[src/radio_pkg.sv]
`default_nettype none

package radio_pkg;

   //////////////////////////////////////////////////
   // Sample and stream types
   //////////////////////////////////////////////////

   // One I or Q component, two's complement
   typedef logic signed [15:0] iq_comp_t;

   // Complex sample, I in 31:16 and Q in 15:0
   typedef logic [31:0] sample_t;

   // Crossbar word, two samples per word
   typedef logic [63:0] stream_word_t;

   //////////////////////////////////////////////////
   // Settings bus
   //////////////////////////////////////////////////

   typedef logic [7:0]  set_addr_t;
   typedef logic [31:0] set_data_t;

   // Single-cycle write, valid while stb is high
   typedef struct packed {
      logic      stb;
      set_addr_t addr;
      set_data_t data;
   } setting_bus_t;

   //////////////////////////////////////////////////
   // Front-end configuration
   //////////////////////////////////////////////////

   typedef struct packed {
      iq_comp_t offset_i;   // DC offset removed from I
      iq_comp_t offset_q;   // DC offset removed from Q
      logic     swap_iq;    // Exchange I and Q before anything else
      logic     invert_q;   // Negate Q after the swap
   } fe_config_t;

   //////////////////////////////////////////////////
   // Settings addresses
   //////////////////////////////////////////////////

   localparam int SET_RX_FE_BASE = 232;

   // Base+0 and base+1 hold magnitude and phase correction, not decoded here
   localparam set_addr_t SR_OFFSET_I   = set_addr_t'(SET_RX_FE_BASE + 2);
   localparam set_addr_t SR_OFFSET_Q   = set_addr_t'(SET_RX_FE_BASE + 3);
   localparam set_addr_t SR_IQ_MAPPING = set_addr_t'(SET_RX_FE_BASE + 4);

   // Bit positions inside the mapping register
   localparam int MAP_SWAP_BIT   = 0;
   localparam int MAP_INVERT_BIT = 1;

endpackage : radio_pkg

`default_nettype wire

[src/rx_settings_regs.sv]
`timescale 1ns/10ps
`default_nettype none

module rx_settings_regs (
   input  wire                      radio_clk,
   input  wire                      rst_n_i,
   input  wire radio_pkg::setting_bus_t set_bus_i,   // One write per strobe
   output radio_pkg::fe_config_t    config_o
);

   import radio_pkg::*;

   //////////////////////////////////////////////////
   // Address decode
   //////////////////////////////////////////////////

   logic hit_offset_i;
   logic hit_offset_q;
   logic hit_mapping;

   // Only strobed cycles count
   assign hit_offset_i = set_bus_i.stb && (set_bus_i.addr == SR_OFFSET_I);
   assign hit_offset_q = set_bus_i.stb && (set_bus_i.addr == SR_OFFSET_Q);
   assign hit_mapping  = set_bus_i.stb && (set_bus_i.addr == SR_IQ_MAPPING);

   //////////////////////////////////////////////////
   // Configuration registers
   //////////////////////////////////////////////////

   // New value visible the cycle after the write
   always_ff @(posedge radio_clk or negedge rst_n_i) begin
      if (!rst_n_i) begin
         config_o <= '0;                   // No offset, straight mapping
      end else begin
         if (hit_offset_i) begin
            config_o.offset_i <= iq_comp_t'(set_bus_i.data[15:0]);
         end
         if (hit_offset_q) begin
            config_o.offset_q <= iq_comp_t'(set_bus_i.data[15:0]);
         end
         if (hit_mapping) begin
            config_o.swap_iq  <= set_bus_i.data[MAP_SWAP_BIT];
            config_o.invert_q <= set_bus_i.data[MAP_INVERT_BIT];
         end
      end
   end

   // Magnitude, phase and anything outside
   // the front-end window simply fall through

endmodule : rx_settings_regs

`default_nettype wire

[src/rx_frontend.sv]
`timescale 1ns/10ps
`default_nettype none

module rx_frontend (
   input  wire                     radio_clk,
   input  wire                     rst_n_i,
   input  wire radio_pkg::fe_config_t config_i,
   input  wire                     adc_stb_i,
   input  wire radio_pkg::sample_t adc_data_i,
   output logic                    rx_stb_o,
   output radio_pkg::sample_t      rx_data_o
);

   import radio_pkg::*;

   //////////////////////////////////////////////////
   // Saturating helpers
   //////////////////////////////////////////////////

   // a - b clamped to the 16-bit signed range
   function automatic iq_comp_t sub_sat(input iq_comp_t a, input iq_comp_t b);
      logic [16:0] diff;
      diff = {a[15], a} - {b[15], b};
      case (diff[16:15])
         2'b01:   return 16'sh7fff;        // Positive overflow
         2'b10:   return 16'sh8000;        // Negative overflow
         default: return iq_comp_t'(diff[15:0]);
      endcase
   endfunction

   // Negation, the one unrepresentable case maps to full scale
   function automatic iq_comp_t neg_sat(input iq_comp_t a);
      if (a == 16'sh8000) begin
         return 16'sh7fff;
      end
      return iq_comp_t'(~a + 16'd1);
   endfunction

   //////////////////////////////////////////////////
   // Mapping and DC offset
   //////////////////////////////////////////////////

   iq_comp_t raw_i, raw_q;
   iq_comp_t swp_i, swp_q;
   iq_comp_t map_q;
   iq_comp_t corr_i, corr_q;

   always_comb begin
      raw_i = iq_comp_t'(adc_data_i[31:16]);
      raw_q = iq_comp_t'(adc_data_i[15:0]);

      // Swap first, invert acts on the post-swap Q
      swp_i = config_i.swap_iq ? raw_q : raw_i;
      swp_q = config_i.swap_iq ? raw_i : raw_q;
      map_q = config_i.invert_q ? neg_sat(swp_q) : swp_q;

      corr_i = sub_sat(swp_i, config_i.offset_i);
      corr_q = sub_sat(map_q, config_i.offset_q);
   end

   //////////////////////////////////////////////////
   // Output register
   //////////////////////////////////////////////////

   always_ff @(posedge radio_clk or negedge rst_n_i) begin
      if (!rst_n_i) begin
         rx_stb_o <= 1'b0;
      end else begin
         rx_stb_o <= adc_stb_i;              // Strobe follows data by one stage
      end
   end

   always_ff @(posedge radio_clk) begin
      if (adc_stb_i) begin
         rx_data_o <= {corr_i, corr_q};
      end
   end

endmodule : rx_frontend

`default_nettype wire

[src/sample_fifo.sv]
`timescale 1ns/10ps
`default_nettype none

module sample_fifo #(
   parameter int FIFO_DEPTH_LOG2 = 4
) (
   input  wire                     radio_clk,
   input  wire                     rst_n_i,
   // Push side, no back-pressure
   input  wire                     wr_stb_i,
   input  wire radio_pkg::sample_t wr_data_i,
   // Pop side
   output logic                    rd_valid_o,
   output radio_pkg::sample_t      rd_data_o,
   input  wire                     rd_ready_i,
   output logic                    overflow_o
);

   import radio_pkg::*;

   localparam int DEPTH = 1 << FIFO_DEPTH_LOG2;

   typedef logic [FIFO_DEPTH_LOG2-1:0] ptr_t;
   typedef logic [FIFO_DEPTH_LOG2:0]   count_t;   // One extra bit for the full case

   sample_t mem [DEPTH];
   ptr_t    wr_ptr;
   ptr_t    rd_ptr;
   count_t  count;
   logic    full;
   logic    do_wr;
   logic    do_rd;

   //////////////////////////////////////////////////
   // Status
   //////////////////////////////////////////////////

   assign full       = (count == count_t'(DEPTH));
   assign rd_valid_o = (count != '0);
   assign do_wr      = wr_stb_i && !full;     // Drop when full
   assign do_rd      = rd_valid_o && rd_ready_i;
   assign rd_data_o  = mem[rd_ptr];           // Head of queue always shown

   //////////////////////////////////////////////////
   // Storage
   //////////////////////////////////////////////////

   always_ff @(posedge radio_clk) begin
      if (do_wr) begin
         mem[wr_ptr] <= wr_data_i;
      end
   end

   //////////////////////////////////////////////////
   // Pointers, count and overflow
   //////////////////////////////////////////////////

   always_ff @(posedge radio_clk or negedge rst_n_i) begin
      if (!rst_n_i) begin
         wr_ptr     <= '0;
         rd_ptr     <= '0;
         count      <= '0;
         overflow_o <= 1'b0;
      end else begin
         if (do_wr) wr_ptr <= wr_ptr + ptr_t'(1);   // Wraps at depth
         if (do_rd) rd_ptr <= rd_ptr + ptr_t'(1);

         case ({do_wr, do_rd})
            2'b10:   count <= count + count_t'(1);
            2'b01:   count <= count - count_t'(1);
            default: count <= count;
         endcase

         // Sticky until reset
         if (wr_stb_i && full) begin
            overflow_o <= 1'b1;
         end
      end
   end

endmodule : sample_fifo

`default_nettype wire

[src/rx_packetizer.sv]
`timescale 1ns/10ps
`default_nettype none

module rx_packetizer #(
   parameter int SAMPLES_PER_PKT = 8   // Must be even
) (
   input  wire                      radio_clk,
   input  wire                      rst_n_i,
   input  wire                      s_valid_i,
   input  wire radio_pkg::sample_t  s_data_i,
   output logic                     s_ready_o,
   output radio_pkg::stream_word_t  tdata_o,
   output logic                     tlast_o,
   output logic                     tvalid_o,
   input  wire                      tready_i
);

   import radio_pkg::*;

   localparam int WORDS_PER_PKT = SAMPLES_PER_PKT / 2;
   localparam int CNT_W = (WORDS_PER_PKT > 1) ? $clog2(WORDS_PER_PKT) : 1;

   typedef enum logic [1:0] {
      TAKE_HI,     // Earlier sample, goes to 63:32
      TAKE_LO,
      PRESENT      // Word on the bus, waiting for tready
   } pkt_state_t;

   typedef logic [CNT_W-1:0] word_cnt_t;

   pkt_state_t state;
   word_cnt_t  word_cnt;
   sample_t    hi_q;
   sample_t    lo_q;
   logic       take;
   logic       word_done;
   logic       last_word;

   assign s_ready_o = (state != PRESENT);
   assign take      = s_valid_i && s_ready_o;
   assign tvalid_o  = (state == PRESENT);
   assign word_done = tvalid_o && tready_i;
   assign last_word = (word_cnt == word_cnt_t'(WORDS_PER_PKT - 1));
   assign tlast_o   = tvalid_o && last_word;
   assign tdata_o   = {hi_q, lo_q};

   //////////////////////////////////////////////////
   // FSM and word counter
   //////////////////////////////////////////////////

   always_ff @(posedge radio_clk or negedge rst_n_i) begin
      if (!rst_n_i) begin
         state    <= TAKE_HI;
         word_cnt <= '0;
      end else begin
         case (state)
            TAKE_HI: if (take)      state <= TAKE_LO;
            TAKE_LO: if (take)      state <= PRESENT;
            PRESENT: if (word_done) state <= TAKE_HI;
            default:                state <= TAKE_HI;
         endcase

         if (word_done) begin
            word_cnt <= last_word ? '0 : word_cnt + word_cnt_t'(1);   // Wrap per packet
         end
      end
   end

   // Payload only moves in take states, so it holds while stalled
   always_ff @(posedge radio_clk) begin
      if (take && state == TAKE_HI) hi_q <= s_data_i;
      if (take && state == TAKE_LO) lo_q <= s_data_i;
   end

endmodule : rx_packetizer

`default_nettype wire

[src/rx_radio_top.sv]
`timescale 1ns/10ps
`default_nettype none

module rx_radio_top #(
   parameter int SAMPLES_PER_PKT = 8,
   parameter int FIFO_DEPTH_LOG2 = 4
) (
   input  wire                        radio_clk,
   input  wire                        rst_n_i,
   // Settings writes
   input  wire radio_pkg::setting_bus_t set_bus_i,
   // Raw ADC samples
   input  wire                        adc_stb_i,
   input  wire radio_pkg::sample_t    adc_data_i,
   // Stream toward the crossbar
   output radio_pkg::stream_word_t    tdata_o,
   output logic                       tlast_o,
   output logic                       tvalid_o,
   input  wire                        tready_i,
   output logic                       overflow_o
);

   import radio_pkg::*;

   fe_config_t fe_config;
   logic       fe_stb;        // Corrected sample strobe
   sample_t    fe_data;
   logic       buf_valid;
   sample_t    buf_data;
   logic       buf_ready;

   //////////////////////////////////////////////////
   // Control path
   //////////////////////////////////////////////////

   rx_settings_regs rx_settings_regs_inst (
      .radio_clk (radio_clk),
      .rst_n_i   (rst_n_i),
      .set_bus_i (set_bus_i),
      .config_o  (fe_config)
   );

   //////////////////////////////////////////////////
   // Sample path
   //////////////////////////////////////////////////

   rx_frontend rx_frontend_inst (
      .radio_clk  (radio_clk),
      .rst_n_i    (rst_n_i),
      .config_i   (fe_config),
      .adc_stb_i  (adc_stb_i),
      .adc_data_i (adc_data_i),
      .rx_stb_o   (fe_stb),
      .rx_data_o  (fe_data)
   );

   sample_fifo #(
      .FIFO_DEPTH_LOG2 (FIFO_DEPTH_LOG2)
   ) sample_fifo_inst (
      .radio_clk  (radio_clk),
      .rst_n_i    (rst_n_i),
      .wr_stb_i   (fe_stb),
      .wr_data_i  (fe_data),
      .rd_valid_o (buf_valid),
      .rd_data_o  (buf_data),
      .rd_ready_i (buf_ready),
      .overflow_o (overflow_o)
   );

   rx_packetizer #(
      .SAMPLES_PER_PKT (SAMPLES_PER_PKT)
   ) rx_packetizer_inst (
      .radio_clk (radio_clk),
      .rst_n_i   (rst_n_i),
      .s_valid_i (buf_valid),
      .s_data_i  (buf_data),
      .s_ready_o (buf_ready),
      .tdata_o   (tdata_o),
      .tlast_o   (tlast_o),
      .tvalid_o  (tvalid_o),
      .tready_i  (tready_i)
   );

endmodule : rx_radio_top

`default_nettype wire

[config.mk]
export PLATFORM = sky130hd
export DESIGN_NAME = rx_radio_top
export DESIGN_NICKNAME = d
export VERILOG_FILES = /design/src/radio_pkg.sv /design/src/rx_settings_regs.sv /design/src/rx_frontend.sv /design/src/sample_fifo.sv /design/src/rx_packetizer.sv /design/src/rx_radio_top.sv
export SDC_FILE = /design/constraint.sdc
export NUM_CORES = 1
export LEC_CHECK = 0
export BUFFER_PORTS_ARGS = -buffer_cell sky130_fd_sc_hd__buf_2
export CAP_MARGIN = 5
export CORE_ASPECT_RATIO = 1.5
export CORE_MARGIN = 1
export CORE_UTILIZATION = 50
export DETAILED_ROUTE_END_ITERATION = 12
export GPL_TIMING_DRIVEN = 1
export PLACE_DENSITY = 0.68
export RECOVER_POWER = 25
export SLEW_MARGIN = 20
export SYNTH_ARGS = -nofsm -noshare
export SYNTH_HDL_FRONTEND = slang
export SYNTH_HIERARCHICAL = 1
export SYNTH_SLANG_ARGS = --single-unit
[constraint.sdc]
create_clock -name radio_clk -period 7.6 [get_ports radio_clk]
set_input_delay 0.38 -clock radio_clk [delete_from_list [all_inputs] [get_ports radio_clk]]
set_output_delay 0.38 -clock radio_clk [all_outputs]
set_load 0.01 [all_outputs]
After elaboration in Yosys (flattened, before gate mapping):

Memories as Yosys holds them, arrays and structs flattened.
Index checks and enable logic that the tools add are counted.

* equal/unequal tests: 18
* mux-type cells: 16
* reductions and logical operators: 15
* $add $sub $neg: 8
* bitwise gates (word level): 1

Operators with widths (number)
* 16-bit two-way mux: 5
* 16-bit case mux with 2 select lines: 2
* 16-bit by 16-bit subtractor with 17-bit output: 2
* 8-bit == test, second input constant: 3
* 16-bit by 1-bit adder with 16-bit output, second input constant: 1
* 16-bit == test, second input constant: 1
* 16-bit inverter: 1
* 2-bit == test, second input constant: 5
* 1-bit logical AND: 10
* 5-bit case mux with 2 select lines: 1
* 4-bit by 1-bit adder with 4-bit output, second input constant: 2
* 2-bit by 1-bit == test with 1-bit output, second input constant: 4
* 2-bit two-way mux: 4
* 2-bit case mux with 3 select lines: 1
* 5-bit by 1-bit adder with 5-bit output, second input constant: 1
* 5-bit == test, second input constant: 1
* 5-bit nonzero test: 1
* 5-bit by 1-bit subtractor with 5-bit output, second input constant: 1
* 2-bit by 1-bit inequality test with 1-bit output, second input constant: 2
* 2-bit inequality test, second input constant: 2
* 1-bit two-way mux: 3
* 3-bit AND reduction: 1
* 2-bit by 1-bit adder with 2-bit output, second input constant: 1
* 2-bit zero test: 1
* other kinds (2): 2

* word-level logic and storage cells: 73
* flip-flop bits (word level): 149
* memories: 1
* bits in writable memories: 512
* input port bits: 77
* output and inout bits: 67

Memories
* sample_fifo_inst.mem: depth 16, bits a word 32, read ports 1, clocked after Yosys merged registers in 0, write ports 1, RTL line sample_fifo.sv:26 `sample_t mem [DEPTH];`

Depth between registers and ports, before layout:

* depth in word-level cells: 8
* mapped depth: 23
* depth with buffers taken out: 19

Modules after synthesis:

The synthesis kept the hierarchy.

Modules (own cells, without submodules)
* sample_fifo: times used 1, sequential area each 15725.1 um^2, area an instance 20437.1 um^2, cells each 1007
* rx_frontend: times used 1, sequential area each 985.9 um^2, area an instance 3892.5 um^2, cells each 464
* rx_packetizer: times used 1, sequential area each 2021.9 um^2, area an instance 2124.5 um^2, cells each 82
* rx_settings_regs: times used 1, sequential area each 850.8 um^2, area an instance 1397.6 um^2, cells each 79

Least setup slack after synthesis:

No wires, ideal clock.

* path kind: reg-to-reg
* start point: register rx_settings_regs_inst/config_o[1] in the netlist's numbering
* end point: register rx_frontend_inst.rx_data_o[10] (data pin)
* data required time: 7334 ps
* cell stages (with the launch flop): 23
* arrival: 4579 ps
* setup time: 266 ps
* path slack: 2755 ps
* cells stage by stage: dfrtp_1 buf_2 buf_2 mux2i_1 ha_1 o221ai_1 nor2_1 nand3_1 and2_1 ha_1 fa_1 nor2b_4 o31ai_1 o2bb2ai_1 o31ai_1 a211oi_1 a221o_1 ha_1 inv_1 clkbuf_1 a211oi_1 a21oi_1 nand3_1

* cells in the longest elaborated chain, start to end: 8
* elaborated cells between the ends (all ways): 11
* those cells by class: add/sub: 2; eq/ne: 3; mux: 5; bitwise: 1

RTL lines
* from (decl): RTL line rx_settings_regs.sv:8 `output radio_pkg::fe_config_t config_o`
* 16-bit two-way mux (*): RTL line rx_frontend.sv:54 `swp_q = config_i.swap_iq ? raw_i : raw_q;`
* 16-bit inverter or 16-bit == test (tied branches): RTL line rx_frontend.sv:36, rx_frontend.sv:33
* 16-bit by 1-bit adder with 16-bit output or 1-bit two-way mux (tied branches): RTL line rx_frontend.sv:36, rx_frontend.sv:33
* 16-bit two-way mux: RTL line rx_frontend.sv:36 `return iq_comp_t'(~a + 16'd1);`
* 16-bit two-way mux (*): RTL line rx_frontend.sv:55 `map_q = config_i.invert_q ? neg_sat(swp_q) : swp_q;`
* 16-bit by 16-bit subtractor with 17-bit output (*): RTL line rx_frontend.sv:23 `diff = {a[15], a} - {b[15], b};`
* 2-bit == test or 2-bit by 1-bit == test with 1-bit output (tied branches): RTL line rx_frontend.sv:24 `case (diff[16:15])`
* 16-bit case mux with 2 select lines (*): RTL line rx_frontend.sv:24
* net rx_frontend_inst.corr_q[10]: RTL line rx_frontend.sv:46 `iq_comp_t corr_i, corr_q;`
* to (signal assigned): RTL line rx_frontend.sv:75 `rx_data_o <= {corr_i, corr_q};`
* to (decl): RTL line rx_frontend.sv:11 `output radio_pkg::sample_t rx_data_o`

Mark *: on every way through the listed nets, which the timed path passes. The rest lies on a longest branch.
A chain may end at the register's enable or synchronous reset.

Worst setup path after layout:

* start point: register rx_settings_regs_inst/config_o[1] in the netlist's numbering
* end point: register rx_frontend_inst.rx_data_o[13] (data pin)

The elaborated chain is that of the path after synthesis.

==> results.py <==
metrics = {
    "yosys": {
        "synthFlopType": "edfxtp_1",
        "netlist_area_mm2": 0.0279,
        "yosys-top-cells-count": "608 x edfxtp_1, 146 x mux2i_1, 91 x nand2_1",
        "ys_warn_count": 6,
        "syn_inst": 1632,
        "synthesis.nets": 1759,
        "synth_area_leaders": "edfxtp_1 66%, mux2i_1 5.2%, mux4_2 4.9%",
        "synth-seq-cells": 661,
        "yosys.area.top_type_share_pct": 65.6,
        "yosys.cell_types.count": 77,
        "synth_most_common_cell": "edfxtp_1",
        "synth_edf_count": 608,
        "yosys.area.top_type": "edfxtp_1",
        "ys_async_sr_fraction_pct": 8.02,
        "postSynthAreaPerCell_um2": 17.1,
        "seq_area_frac_synth_pct": 70.3,
    },
    "finish": {
        "area_growth_pct": 11.9,
        "drive_above_1_share_pct": 21.6,
        "fin_nets": 1912,
        "fin_area_mm2": 0.0312,
        "antennaDiodeCount": 0,
        "utilization_pct": 56.8,
    },
    "critical_path": {
        "critPathMaxFanout": 26,
        "cp_cell_sequence": "buf_4 > nor4_1 > o221ai_1 > nor2_1 > nand3_1 > and2_1 > ha_1 > fa_1 > nor2b_4 > o31ai_1 > o2bb2ai_1 > o31ai_1 > a211oi_1 > a221o_1 > ha_1 > inv_1 > nand2_1 > o311a_1 > nand3_1",
        "worstPathRequired_ps": 7960,
        "crit_slowest_cell": "dfrtp_2",
        "worst-setup-path-type": "reg2reg",
        "start_kind": "flip-flop",
        "end_kind": "flip-flop",
        "critical-path-max-stage-delay_ps": 620,
        "critPathArrivalTime_ps": 6670,
    },
    "timing": {
        "fmax_mhz": 158,
        "tns_ps": 0,
        "clock_skew_ps": 20.3,
        "worst_pin_slew_ps": 2130,
        "report.final.setup_viol": 0,
        "slew_violations": 34,
        "hold_violations": 0,
        "rsz0062_at_grt": "no",
        "fin_crit_sh_pct": 83.0,
        "slew-limit-headroom_pct": -42.0,
        "period_minus_slack_ps": 6310,
    },
    "drt": {
        "postRouteAntennaNets": 0,
        "first_pass_iters": 5,
        "drc": 0,
        "wl_per_cell_um": 24.4,
        "drt_iter0_drc": 1116,
        "vias_per_cell": 5.97,
        "routed_wl_um": 61500,
        "num_vias": 15079,
    },
    "clock_tree": {
        "post_cts_resized": 0,
        "cts_tree": "yes",
        "cts.sinks": 661,
        "root_buffer": "clkbuf_16",
        "numCtsBuffers": 56,
        "clk_pin_slew_ps": 60,
        "cts_htree_levels": 2,
        "cts_max_path_buffers": 3,
        "insertion_delay_ps": 620,
    },
    "floorplanning": {
        "die_area_mm2": 0.0567,
        "row_count": 105,
        "die_y_um": 291,
        "coreArea_mm2": 0.0549,
        "io_pins": 144,
        "die_w_um": 195,
        "initial_utilization_pct": 50.7,
    },
    "pwr": {
        "p_leak_nw": 11.0,
        "power_density_mw_per_mm2": 362,
        "ir_drop_uv": 321,
    },
    "placed_design": {
        "io_buffers": 127,
        "place_area_mm2": 0.0292,
        "place_hpwl_um": 35800,
        "gp_congestion": 0.847,
    },
    "outcome": {
        "failed_checks": "capacitance limit, slew limit",
        "status": "finished, violations left",
    },
    "grt": {
        "grt_pass1_wl_um": 92400,
        "grt_overflow": 0,
        "antenna_found_initial": 0,
        "grt.total_usage_pct": 22.0,
        "grt_pass1_vias": 15291,
        "grt_max_degree": 134,
    },
    "hold_path": {
        "hold_class": "in2reg",
    },
    "job": {
        "cap_violations": 1,
    },
}
-- worst max-delay path: cells and delay by family, from the launching register on --
family	cells	cell delay [ps]
AO/OA/AOI/OAI	7	1720
adder cells (fa/ha/maj)	3	1270
buffers and inverters	2	630
flip-flops	1	620
AND/OR/NAND/NOR	7	1760
-- kinds of logic (layout without fill, tap and decap cells) --
group,after synthesis,in the layout,synth area share [%]
XOR/XNOR,41,41,1.29
flip-flops,661,661,70.3
AO/OA/AOI/OAI,275,275,6.92
multiplexers,264,264,12.8
buffers and inverters,126,324,2.56
AND/OR/NAND/NOR,215,215,3.79
adder cells (fa/ha/maj),50,50,2.33
-- power breakdown --
group | internal (mW) | leakage, nW | switching [mW]
Sequential | 4.87 | 6.25 | 0.330
Combinational | 1.23 | 3.85 | 1.99
Clock | 1.60 | 0.901 | 1.28
Total | 7.70 | 11.0 | 3.59
-- flip-flops by register name (all words and copies together) (netlist names), 2 cells and up --
name	flops
rx_frontend_inst/rx_data_o	32
rx_packetizer_inst/hi_q	32
rx_packetizer_inst/lo_q	32
rx_packetizer_inst/state	2
rx_packetizer_inst/word_cnt	2
rx_settings_regs_inst/config_o	34
sample_fifo_inst/count	5
sample_fifo_inst/mem	512
sample_fifo_inst/rd_ptr	4
sample_fifo_inst/wr_ptr	4
-- repair_timing --
item	4_1_cts	5_1_grt
hold buffers	15	0
setup buffers	0	0
hold endpoints to repair	79	0
-- per-stage QoR --
| stage | power (mW) | worst slack [ps] | hold slack (ps) | std cells |
|---|---|---|---|---|
| after detailed placement | 8.53 | 1290 | 456 | 2407 |
| after global routing | 11.8 | 856 | 14.3 | 2525 |
| after CTS | 11.4 | 1250 | 8.13 | 2525 |
| final | 11.3 | 1290 | 45.3 | 2525 |
| after global placement | 8.41 | 1460 | 454 | 2407 |
| after floorplan | 7.47 | 2750 | 84.4 | 1632 |
-- worst paths after layout --
kind / from / end / slack (ps) / cells after the start
hold reg to reg: sample_fifo_inst/overflow_o$_DFFE_PN0P_ / sample_fifo_inst/overflow_o$_DFFE_PN0P_ / 470 / 1
hold / removal: set_bus_i[12] / rx_settings_regs_inst/config_o[14]$_DFFE_PN0P_ / 50 / 2
max in group asynchronous: rst_n_i / sample_fifo_inst/rd_ptr[1]$_DFFE_PN0P_ / 6630 / 3
min in group asynchronous: rst_n_i / sample_fifo_inst/count[2]$_DFFE_PN0P_ / 410 / 3
setup / recovery: rx_settings_regs_inst/config_o[1]$_DFFE_PN0P_ / rx_frontend_inst/rx_data_o[13]$_DFFE_PP_ / 1290 / 19
setup reg to reg: rx_settings_regs_inst/config_o[1]$_DFFE_PN0P_ / rx_frontend_inst/rx_data_o[13]$_DFFE_PP_ / 1290 / 19
-- placed cells by master (no fill, tap or decap), drive strengths merged, types with 4 or more instances in the layout --
cell         instances
a211oi               5
a21o                12
a21oi               30
a221oi              67
a22oi               35
a31oi                4
and2                 5
buf                154
bufinv               6
clkbuf              70
clkinv              22
dfrtp               53
dlygate4sd3         15
edfxtp             608
ha                  47
inv                 54
mux2                54
mux2i              146
mux4                64
nand2               91
nand2b              13
nand3                9
nand4                8
nor2                43
nor2b                9
nor3                15
nor4                 8
o21ai               81
o22ai                4
o31ai                8
xnor2               28
xor2                13
-- per-layer routing --
layer | vias to the layer above | global-route usage, % | routed length (um)
met5 | - | 0 | 0
met4 | 0 | 10.2 | 2720
met3 | 129 | 3.24 | 3410
met2 | 492 | 38.9 | 32100
met1 | 7676 | 26.6 | 23300
li1 | 6782 | - | -
-- area by class of cell --
class	instances	area [um^2]
Clock inverter	34	352
Tap cell	695	870
Fill cell	4179	23700
Timing Repair Buffer	170	1010
Sequential cell	661	19600
Clock buffer	69	1480
Multi-Input combinational cell	845	7690
Inverter	51	191
Power figures use the tool's default switching activity.
